<file path="src/hdl/divPkg.sv">
`default_nettype none

package divPkg;

	localparam int DIV_WIDTH = 16; // operand and result width
	localparam int DIV_STEPS = DIV_WIDTH; // one quotient bit per step
	localparam int TAG_WIDTH = 4;

	localparam int FIFO_DEPTH = 4;
	localparam int FIFO_PTR_WIDTH = 2; // log2 of FIFO_DEPTH

	// dividend, divisor, tag and zero-divisor flag
	localparam int ENTRY_WIDTH = 2 * DIV_WIDTH + TAG_WIDTH + 1;

	localparam logic [1:0] CORE_IDLE = 2'b00; // waiting for an operand
	localparam logic [1:0] CORE_ITER = 2'b01; // restoring steps
	localparam logic [1:0] CORE_RESULT = 2'b10; // result offered downstream

	typedef struct packed
	{
		logic [DIV_WIDTH-1:0] rem; // partial remainder, upper half
		logic [DIV_WIDTH-1:0] quo; // dividend bits shifting out, quotient bits shifting in
	} divShiftHalves_t;

	// shifted as one word, read back as remainder and quotient
	typedef union packed
	{
		logic [2*DIV_WIDTH-1:0] raw;
		divShiftHalves_t half;
	} divShiftWord_t;

endpackage

`default_nettype wire
</file>
<file path="src/hdl/divTop.sv">
`timescale 1ns/1ps
`default_nettype none

module divTop import divPkg::*;
(
	input wire clk,
	input wire rst,
	input wire inValid,
	input wire [DIV_WIDTH-1:0] inDividend,
	input wire [DIV_WIDTH-1:0] inDivisor,
	output logic inReady,
	output logic outValid,
	output logic [DIV_WIDTH-1:0] outQuotient,
	output logic [DIV_WIDTH-1:0] outRemainder,
	output logic [TAG_WIDTH-1:0] outTag,
	input wire outReady
);

	// intake to FIFO
	logic reqValid;
	logic reqReady;
	logic [DIV_WIDTH-1:0] reqDividend;
	logic [DIV_WIDTH-1:0] reqDivisor;
	logic [TAG_WIDTH-1:0] reqTag;
	logic reqDivZero;

	// FIFO to core
	logic opValid;
	logic opReady;
	logic [DIV_WIDTH-1:0] opDividend;
	logic [DIV_WIDTH-1:0] opDivisor;
	logic [TAG_WIDTH-1:0] opTag;
	logic opDivZero;

	divRequestIntake divRequestIntake_inst (
		.clk(clk), .rst(rst),
		.inValid(inValid), .inDividend(inDividend), .inDivisor(inDivisor), .inReady(inReady),
		.reqValid(reqValid), .reqDividend(reqDividend), .reqDivisor(reqDivisor),
		.reqTag(reqTag), .reqDivZero(reqDivZero), .reqReady(reqReady)
	);

	divOperandFifo divOperandFifo_inst (
		.clk(clk), .rst(rst),
		.reqValid(reqValid), .reqDividend(reqDividend), .reqDivisor(reqDivisor),
		.reqTag(reqTag), .reqDivZero(reqDivZero), .reqReady(reqReady),
		.opValid(opValid), .opDividend(opDividend), .opDivisor(opDivisor),
		.opTag(opTag), .opDivZero(opDivZero), .opReady(opReady)
	);

	divRestoringCore divRestoringCore_inst (
		.clk(clk), .rst(rst),
		.opValid(opValid), .opDividend(opDividend), .opDivisor(opDivisor),
		.opTag(opTag), .opDivZero(opDivZero), .opReady(opReady),
		.outValid(outValid), .outQuotient(outQuotient), .outRemainder(outRemainder),
		.outTag(outTag), .outReady(outReady)
	);

endmodule

`default_nettype wire

</file>
<file path="src/hdl/divRestoringCore.sv">
`timescale 1ns/1ps
`default_nettype none

module divRestoringCore import divPkg::*;
(
	input wire clk,
	input wire rst,
	input wire opValid,
	input wire [DIV_WIDTH-1:0] opDividend,
	input wire [DIV_WIDTH-1:0] opDivisor,
	input wire [TAG_WIDTH-1:0] opTag,
	input wire opDivZero,
	output logic opReady,
	output logic outValid,
	output logic [DIV_WIDTH-1:0] outQuotient,
	output logic [DIV_WIDTH-1:0] outRemainder,
	output logic [TAG_WIDTH-1:0] outTag,
	input wire outReady
);

	logic [1:0] state;
	logic [$clog2(DIV_STEPS+1)-1:0] stepCount; // can represent DIV_STEPS itself
	divShiftWord_t work;
	divShiftWord_t shifted;
	divShiftWord_t stepWord;
	logic [DIV_WIDTH-1:0] divisorReg;
	logic [DIV_WIDTH:0] trial;
	logic take;
	logic lastStep;

	assign opReady = (state == CORE_IDLE); // idle means the result register is free
	assign outValid = (state == CORE_RESULT);
	assign take = opValid && opReady;
	assign lastStep = (stepCount == $bits(stepCount)'(DIV_STEPS - 1));

	// one restoring step
	always_comb
	begin
		shifted.raw = work.raw << 1;
		// the remainder MSB shifted out is the 17th bit of the trial value
		trial = {work.half.rem[DIV_WIDTH-1], shifted.half.rem} - {1'b0, divisorReg};
		stepWord = shifted;
		if (!trial[DIV_WIDTH]) // no borrow
		begin
			stepWord.half.rem = trial[DIV_WIDTH-1:0];
			stepWord.half.quo[0] = 1'b1;
		end
	end

	always_ff @(posedge clk)
	begin
		if (!rst)
		begin
			state <= CORE_IDLE;
			stepCount <= '0;
		end
		else
		begin
			case (state)
				CORE_IDLE:
				begin
					if (take)
					begin
						stepCount <= '0;
						state <= opDivZero ? CORE_RESULT : CORE_ITER; // zero divisor skips iterations
					end
				end
				CORE_ITER:
				begin
					if (lastStep)
						state <= CORE_RESULT;
					else
						stepCount <= stepCount + 1'b1;
				end
				CORE_RESULT:
				begin
					if (outReady)
						state <= CORE_IDLE;
				end
				default:
				begin
					state <= CORE_IDLE;
				end
			endcase
		end
	end

	always_ff @(posedge clk)
	begin
		if (take)
		begin
			work.raw <= {{DIV_WIDTH{1'b0}}, opDividend};
			divisorReg <= opDivisor;
			outTag <= opTag;
			if (opDivZero)
			begin
				outQuotient <= '1; // fixed divide-by-zero result
				outRemainder <= opDividend;
			end
		end
		else if (state == CORE_ITER)
		begin
			work <= stepWord;
			if (lastStep)
			begin
				outQuotient <= stepWord.half.quo;
				outRemainder <= stepWord.half.rem;
			end
		end
	end

	holdResult: assert property (@(posedge clk) disable iff (!rst)
		outValid && !outReady |=> outValid && $stable(outQuotient)
			&& $stable(outRemainder) && $stable(outTag))
		else $error("result changed under back-pressure");

	stepBound: assert property (@(posedge clk) disable iff (!rst)
		(state == CORE_ITER) |-> stepCount < DIV_STEPS)
		else $error("step counter past DIV_STEPS");

	divLatency: assert property (@(posedge clk) disable iff (!rst)
		take && !opDivZero |-> ##(DIV_STEPS + 1) $rose(outValid))
		else $error("result not ready after DIV_STEPS + 1 cycles");

endmodule

`default_nettype wire

</file>
<file path="src/hdl/divOperandFifo.sv">
`timescale 1ns/1ps
`default_nettype none

module divOperandFifo import divPkg::*;
(
	input wire clk,
	input wire rst,
	input wire reqValid,
	input wire [DIV_WIDTH-1:0] reqDividend,
	input wire [DIV_WIDTH-1:0] reqDivisor,
	input wire [TAG_WIDTH-1:0] reqTag,
	input wire reqDivZero,
	output logic reqReady,
	output logic opValid,
	output logic [DIV_WIDTH-1:0] opDividend,
	output logic [DIV_WIDTH-1:0] opDivisor,
	output logic [TAG_WIDTH-1:0] opTag,
	output logic opDivZero,
	input wire opReady
);

	logic [ENTRY_WIDTH-1:0] mem [FIFO_DEPTH];
	logic [FIFO_PTR_WIDTH-1:0] wrPtr;
	logic [FIFO_PTR_WIDTH-1:0] rdPtr;
	logic [FIFO_PTR_WIDTH:0] count; // one extra bit to tell full from empty
	logic wrEn;
	logic rdEn;
	logic full;

	assign full = (count == (FIFO_PTR_WIDTH+1)'(FIFO_DEPTH));
	assign reqReady = !full;
	assign opValid = (count != '0);
	assign wrEn = reqValid && reqReady;
	assign rdEn = opValid && opReady;

	assign {opDividend, opDivisor, opTag, opDivZero} = mem[rdPtr]; // head entry

	always_ff @(posedge clk)
	begin
		if (!rst)
		begin
			wrPtr <= '0;
			rdPtr <= '0;
			count <= '0;
		end
		else
		begin
			if (wrEn)
				wrPtr <= wrPtr + 1'b1;
			if (rdEn)
				rdPtr <= rdPtr + 1'b1;
			if (wrEn && !rdEn)
				count <= count + 1'b1;
			else if (rdEn && !wrEn)
				count <= count - 1'b1;
		end
	end

	always_ff @(posedge clk)
	begin
		if (wrEn)
			mem[wrPtr] <= {reqDividend, reqDivisor, reqTag, reqDivZero};
	end

	noOverflow: assert property (@(posedge clk) disable iff (!rst)
		full |=> $stable(wrPtr) && count <= FIFO_DEPTH)
		else $error("write into full FIFO");

	noUnderflow: assert property (@(posedge clk) disable iff (!rst)
		!opValid |=> $stable(rdPtr))
		else $error("read from empty FIFO");

endmodule

`default_nettype wire

</file>
<file path="src/hdl/divRequestIntake.sv">
`timescale 1ns/1ps
`default_nettype none

module divRequestIntake import divPkg::*;
(
	input wire clk,
	input wire rst,
	input wire inValid,
	input wire [DIV_WIDTH-1:0] inDividend,
	input wire [DIV_WIDTH-1:0] inDivisor,
	output logic inReady,
	output logic reqValid,
	output logic [DIV_WIDTH-1:0] reqDividend,
	output logic [DIV_WIDTH-1:0] reqDivisor,
	output logic [TAG_WIDTH-1:0] reqTag,
	output logic reqDivZero,
	input wire reqReady
);

	logic [TAG_WIDTH-1:0] tagCount;
	logic accept;

	assign inReady = !reqValid || reqReady; // empty, or draining this cycle
	assign accept = inValid && inReady;

	always_ff @(posedge clk)
	begin
		if (!rst)
		begin
			reqValid <= 1'b0;
			tagCount <= '0;
		end
		else
		begin
			if (accept)
			begin
				reqValid <= 1'b1;
				tagCount <= tagCount + 1'b1; // wraps
			end
			else if (reqReady)
			begin
				reqValid <= 1'b0;
			end
		end
	end

	always_ff @(posedge clk)
	begin
		if (accept)
		begin
			reqDividend <= inDividend;
			reqDivisor <= inDivisor;
			reqTag <= tagCount;
			reqDivZero <= (inDivisor == '0); // only zero test in the design
		end
	end

	holdReq: assert property (@(posedge clk) disable iff (!rst)
		reqValid && !reqReady |=> reqValid && $stable(reqTag))
		else $error("intake dropped or changed a stalled request");

endmodule

`default_nettype wire

</file>
<file path="config.mk">
export PLATFORM = sky130hd
export DESIGN_NAME = divTop
export DESIGN_NICKNAME = d
export VERILOG_FILES = /design/src/hdl/divPkg.sv /design/src/hdl/divTop.sv /design/src/hdl/divRestoringCore.sv /design/src/hdl/divOperandFifo.sv /design/src/hdl/divRequestIntake.sv
export SDC_FILE = /design/constraint.sdc
export NUM_CORES = 1
export LEC_CHECK = 0
export BUFFER_PORTS_ARGS = -buffer_cell sky130_fd_sc_hd__buf_4
export CAP_MARGIN = 20
export CORE_MARGIN = 3
export CORE_UTILIZATION = 34
export DETAILED_ROUTE_END_ITERATION = 16
export PLACE_DENSITY_LB_ADDON = 0.2
export SETUP_SLACK_MARGIN = 0.5
export SLEW_MARGIN = 10
export SYNTH_ARGS = -nofsm -noshare
export SYNTH_HDL_FRONTEND = slang
export SYNTH_SLANG_ARGS = --single-unit
</file>
<file path="constraint.sdc">
create_clock -name clk -period 7.3 [get_ports clk]
set_clock_uncertainty 0.15 [all_clocks]
set_input_delay 0.73 -clock clk [delete_from_list [all_inputs] [get_ports clk]]
set_output_delay 0.73 -clock clk [all_outputs]
set_load 0.01 [all_outputs]
</file>
Word-level counts from Yosys, hierarchy flattened
Memory sizes are Yosys's and may differ from the RTL's. A register that Yosys moved wholly into a read port is not among the register bits.
Cells that the tools add are included.
W data, S select, Z words.
Word-level totals
  register bits: 140
  bits in latches: 0
  RAM bits: 148
  ROM bits: 0
  output and inout bits: 38
  word-level logic and storage cells: 83
  memories: 1
Cells by class
  $add $sub $neg: 7
  multipliers: 0
  div/mod/pow operators: 0
  $lt $le $gt $ge: 0
  equal/unequal tests: 10
  shift-type cells: 0
  multiplexer cells: 28
  bitwise operators: 0
  reduce and logical (&&, ||, !) cells: 20
Memories
  divOperandFifo_inst.mem: depth 4, width 37, rd ports 1, clocked after Yosys merged registers in 1, write ports 1, line divOperandFifo.sv:22  | logic [ENTRY_WIDTH-1:0] mem [FIFO_DEPTH];
Operators by type and width (number)
  $mux W16: 11
  $sub A17 B16 Y17: 1
  $logic_not A16 Y1: 1
  $mux W2: 6
  $mux W5: 2
  $pmux W5 S2: 1
  $reduce_and A3 Y1: 3
  $reduce_bool A2 Y1: 4
  $mux W3: 2
  $ne A2 B1 Y1 const B: 3
  $ne A2 B2 Y1 const B: 3
  $pmux W2 S3: 1
  $add A5 B1 Y5 const B: 1
  $eq A5 B4 Y1 const B: 1
  $logic_and A1 B1 Y1: 5
  $mux W1: 5
  $add A2 B1 Y2 const B: 2
  $add A4 B1 Y4 const B: 1
  $logic_not A1 Y1: 4
  $add A3 B1 Y3 const B: 1
  $eq A3 B3 Y1 const B: 1
  $reduce_bool A3 Y1: 1
  $sub A3 B1 Y3 const B: 1
  $eq A2 B1 Y1 const B: 1
  3 further kinds: 3

Depth between registers and ports, before layout
  word-level depth: 7
  depth in mapped cells: 12
  gate-level depth less buffers: 10

By module
From an unflattened synthesis, not the netlist that was laid out.
Second synthesis, totals
  cells, all modules: 734
  area total of the unflattened synthesis: 11698.7 µm²
By module, submodules not included
  divOperandFifo: times used 1, cells each 241, area an instance 5890.6 µm², sequential area each 4624.4 µm²
  divRestoringCore: times used 1, cells each 424, area an instance 4435.5 µm², sequential area each 2502.4 µm²
  divRequestIntake: times used 1, cells each 69, area an instance 1372.6 µm², sequential area each 1211.2 µm²

Least setup slack after synthesis
No wires, ideal clock.
  path type: register to register
  start: register divRestoringCore_inst.stepCount[0]
  end: register divRestoringCore_inst.outQuotient[0], enable pin
  data arrival time: 3.164 ns
  setup slack: 3.520 ns
  cell stages (with the launch flop): 6
  buffers on the path: 0
  clock period less this slack: 3.780 ns
  path through: dfxtp_1 > ha_1 > and3_1 > ha_1 > inv_1 > o21ai_0
Between the ends
  cells in the longest elaborated chain, start to end: 3
Ends and longest elaborated chain
  start: declaration: line divRestoringCore.sv:22  | logic [$clog2(DIV_STEPS+1)-1:0] stepCount;
  start signal: assignment: line divRestoringCore.sv:73  | stepCount <= stepCount + 1'b1;
  $eq A5 B4 Y1: line divRestoringCore.sv:34  | assign lastStep = (stepCount == $bits(stepCount)'(DIV_STEPS - 1));
  $reduce_bool A2 Y1 (no line)
  $reduce_and A3 Y1 (no line)
  end signal: assignment: line divRestoringCore.sv:106  | outQuotient <= stepWord.half.quo;
  end: declaration: line divRestoringCore.sv:15  | output logic [DIV_WIDTH-1:0] outQuotient,
Every way passes these cells.
A chain may end at the register's enable or synchronous reset.

Final worst setup path
  start: register divRestoringCore_inst.divisorReg[0]
  end: register divRestoringCore_inst.outRemainder[0], data pin
Between the ends
  cells in the longest elaborated chain, start to end: 5
Ends and longest elaborated chain
  start: declaration: line divRestoringCore.sv:26  | logic [DIV_WIDTH-1:0] divisorReg;
  start signal: assignment: line divRestoringCore.sv:93  | divisorReg <= opDivisor;
  $sub A17 B16 Y17: line divRestoringCore.sv:41  | trial = {work.half.rem[DIV_WIDTH-1], shifted.half.rem} - {1'b0, divisorReg};
  $mux W16: line divRestoringCore.sv:43  | if (!trial[DIV_WIDTH])
  $mux W16: line divRestoringCore.sv:104  | if (lastStep)
  $mux W16: line divRestoringCore.sv:101  | else if (state == CORE_ITER)
  $mux W16: line divRestoringCore.sv:90  | if (take)
  end signal: assignment: line divRestoringCore.sv:98  | outRemainder <= opDividend;
  end signal: assignment: line divRestoringCore.sv:107  | outRemainder <= stepWord.half.rem;
  end: declaration: line divRestoringCore.sv:16  | output logic [DIV_WIDTH-1:0] outRemainder,
Every way passes these cells. The select of a mux whose other input is x is not followed.

==> flow_summary.yaml <==
run_status:
  status: "completed"
global_route:
  grt_pass1_wl_um: 36400
  grt_pass1_vias: 6305
  antenna_found_initial: 0
  overflow: 0
  grt_max_degree: 79
  grt_use_total_pct: 12.8
hold_path:
  hold_path_depth: 1
  min_from: "inDividend[6]"
  min_to: "divRequestIntake_inst.reqDividend[6]$_DFFE_PP_"
  hp-class: "in2reg"
pwr:
  power_frac_seq_pct: 44.5
  p_comb_share_pct: 29.4
  leakagePower_nw: 4.75
  p_per_area_nw_per_um2: 394
  ir_drop_v: 0.000252
  power.switching_mw: 1.70
  switching_share_pct: 31.7
  p_clk_share_pct: 26.2
  p_int_mw: 3.66
finish:
  n_antenna_cell: 0
  regArea_um2: 8340
  final_cells: 1291
  synthToLayoutAreaGrowth_pct: 16.8
  fin_util_pct: 40.5
  layout-drive-gt1-share_pct: 21.2
  design_area_um2: 13600
  multi_input_area_um2: 3100
  nets: 882
  fillers: 3086
detailed_routing:
  routed_wl_um: 23100
  drc: 0
  drt_iter0_drc: 352
  post_drt_wl_per_cell_um: 17.9
  drtPass1Iterations: 4
  avgViaCountPerCell: 4.72
  antenna_left: 0
  vias: 6094
setup_path:
  slowest_delay_ns: 0.79
  worstPathRequired_ns: 7.54
  critPathMaxFanout: 11
  critPathTopFamily: "compound AO/OA/AOI/OAI gates"
  worst-r2r-setup-slack_ns: 3.85
  crit_path_end_kind: "register"
  worstSetupPathType: "reg2reg"
  arrival_ns: 3.69
  worst-path-buf-inv: 0
  r2r-end: "divRestoringCore_inst.outRemainder[0]$_DFFE_PP_"
  timing.critical_path.from_type: "register"
  critPathSlowestCell: "o211ai_1"
  crit_chain: "ha_1 > fa_1 > nand2b_1 > a21oi_2 > o21ai_2 > o21a_1 > o211ai_1 > mux2_2 > a21oi_1"
  r2r-start: "divRestoringCore_inst.divisorReg[0]$_DFFE_PN_"
  reg2reg_depth: 9
clock_network:
  cts-root-buf: "clkbuf_16"
  cts.sinks: 290
  postCtsSetupBuffers: 0
  htreeDepth: 1
  clockBufferDepth: 3
  cts_tree: "yes"
  clock_latency_ns: 0.56
  cts_buffers: 29
  cts_resized: 0
  hold_buffers: 0
  path_clk_slew_ns: 0.06
yosys:
  ys_seq_area_share_pct: 71.5
  dominantRegCellSynth: "edfxtp_1"
  syn_nets: 798
  synth_commonest_cells: "edfxtp_1, nand2_1, dfxtp_1, mux4_2, a21oi_1"
  yosys-top-cells-area: "edfxtp_1, mux4_2, dfxtp_1"
  netlist_instances: 736
  syn_area_um2: 11700
  netlist.area_leader.share_pct: 65.2
  yosysWarnings: 0
  async_reset_ff_share_pct: 0
  postSynthAreaPerCell_um2: 15.8
  synth_most_common_cell: "edfxtp_1"
  synth_cell_types: 56
  synth_seq_cells: 290
  synth_edf_count: 253
  synth_area_leader_cell: "edfxtp_1"
floorplan:
  ios: 74
  start_util_pct: 34.7
  dieHeight_um: 191
  rows: 67
  dieArea_um2: 36500
  die_w_um: 191
  core_um2: 33600
sta:
  worst_slack_ns: 3.85
  fmax_mhz: 289
  slew_headroom_pct: 34.5
  final_max_slew_viol_count: 0
  finalCriticalPeriod_ns: 3.45
  grt_setup_unrepaired: "no"
  tightest_slew_ns: 0.978
  finalSetupTns_ns: 0
  finalSetupViolations: 0
  period_share_pct: 47.3
  hold_violations: 0
placement:
  placed_cell_area_um2: 12700
  portBuffers: 73
  dp_cells: 1237
  place_ws_ns: 3.91
  gp_congestion: 0.812
  hpwl_um: 15200
run:
  cap_viol_max_count: 0
## flip-flops by register name (all words and copies together), names as in the netlist, 3 cells and up, named ones only
signal and cells:
divOperandFifo_inst.mem 148, divRestoringCore_inst.work 32, divRequestIntake_inst.reqDividend 16, divRequestIntake_inst.reqDivisor 16
divRestoringCore_inst.divisorReg 16, divRestoringCore_inst.outQuotient 16, divRestoringCore_inst.outRemainder 16, divRestoringCore_inst.stepCount 5
divRequestIntake_inst.reqTag 4, divRequestIntake_inst.tagCount 4, divRestoringCore_inst.outTag 4, divOperandFifo_inst.count 3
## power by group through the flow
stage	sequential (mW)	clock (mW)	combinational (mW)
final	2.39	1.40	1.58
after CTS	2.39	1.45	1.60
after global routing	2.42	1.52	1.77
after global placement	2.43	0	1.60
after detailed placement	2.43	0	1.59
after floorplan	2.41	0	1.08
## per-layer routing
metal  part of all wire (%)  track usage, %  vias up
met5                      0               0        -
met4                    1.8            3.08        0
met3                    4.8            2.07       29
met2                     45            19.9      122
met1                     48            19.0     2986
li1                       -               -     2957
## logic make-up after synthesis
kind of cell | synth area share, %
DFF | 71.5
adders and majority gates | 2.92
AOI/OAI and AO/OA | 5.64
muxes | 8.29
buffers and inverters | 2.14
xor gates and xnor gates | 1.58
and+or+nand+nor | 7.89
## layout make-up
cell class / count / share of cell area (%)
sequential: 290 / 61.2
clock buffer: 50 / 6.13
tap: 448 / 4.12
multi-input combinational: 390 / 22.7
inverter: 25 / 0.689
timing repair buffer: 84 / 4.63
clock inverter: 4 / 0.441
## worst register-to-register path, cell delays in order, from the launching register on
cell      delay (ns)
edfxtp_1        0.38
ha_1            0.24
fa_1            0.41
nand2b_1        0.20
a21oi_2         0.21
o21ai_2         0.13
o21a_1          0.20
o211ai_1        0.79
mux2_2          0.43
a21oi_1         0.17
## placed cells by master (no fill, tap or decap), drive strengths merged, types with 7 or more instances in the layout
cell	synthesis	layout
nand2b	20	20
nor2	28	28
xnor2	14	14
mux2i	11	11
inv	24	26
nor4	7	7
edfxtp	253	253
buf	15	84
and2	15	15
nand3	21	21
a21oi	35	35
nand2	74	74
o21ai	32	32
clkbuf	16	50
mux4	37	37
dfxtp	37	37
xor2	7	7
ha	24	24
o211ai	8	8
## how the worst max path moves through the flow
| stage | slack (ns) | cells after the start | to | start |
|---|---|---|---|---|
| 2_1_floorplan | 3.52 | 5 | divRestoringCore_inst.outQuotient[0]$_SDFFCE_PN1P_ | divRestoringCore_inst.stepCount[0]$_SDFFE_PN0P_ |
| 3_3_place_gp | 4.00 | 9 | divRestoringCore_inst.outRemainder[1]$_DFFE_PP_ | divRestoringCore_inst.divisorReg[0]$_DFFE_PN_ |
| 3_5_place_dp | 3.91 | 9 | divRestoringCore_inst.outRemainder[0]$_DFFE_PP_ | divRestoringCore_inst.divisorReg[0]$_DFFE_PN_ |
| 4_1_cts | 3.83 | 9 | divRestoringCore_inst.outRemainder[0]$_DFFE_PP_ | divRestoringCore_inst.divisorReg[0]$_DFFE_PN_ |
| 5_1_grt | 3.64 | 9 | divRestoringCore_inst.outRemainder[0]$_DFFE_PP_ | divRestoringCore_inst.divisorReg[0]$_DFFE_PN_ |
| 6_report | 3.85 | 9 | divRestoringCore_inst.outRemainder[0]$_DFFE_PP_ | divRestoringCore_inst.divisorReg[0]$_DFFE_PN_ |
## per-stage QoR
step | hold slack (ns) | power [mW]
6_report | 0.198 | 5.37
5_1_grt | 0.165 | 5.72
4_1_cts | 0.161 | 5.44
3_5_place_dp | 0.301 | 4.02
3_3_place_gp | 0.289 | 4.02
2_1_floorplan | 0.279 | 3.49
(Power assumes the default switching activity.)
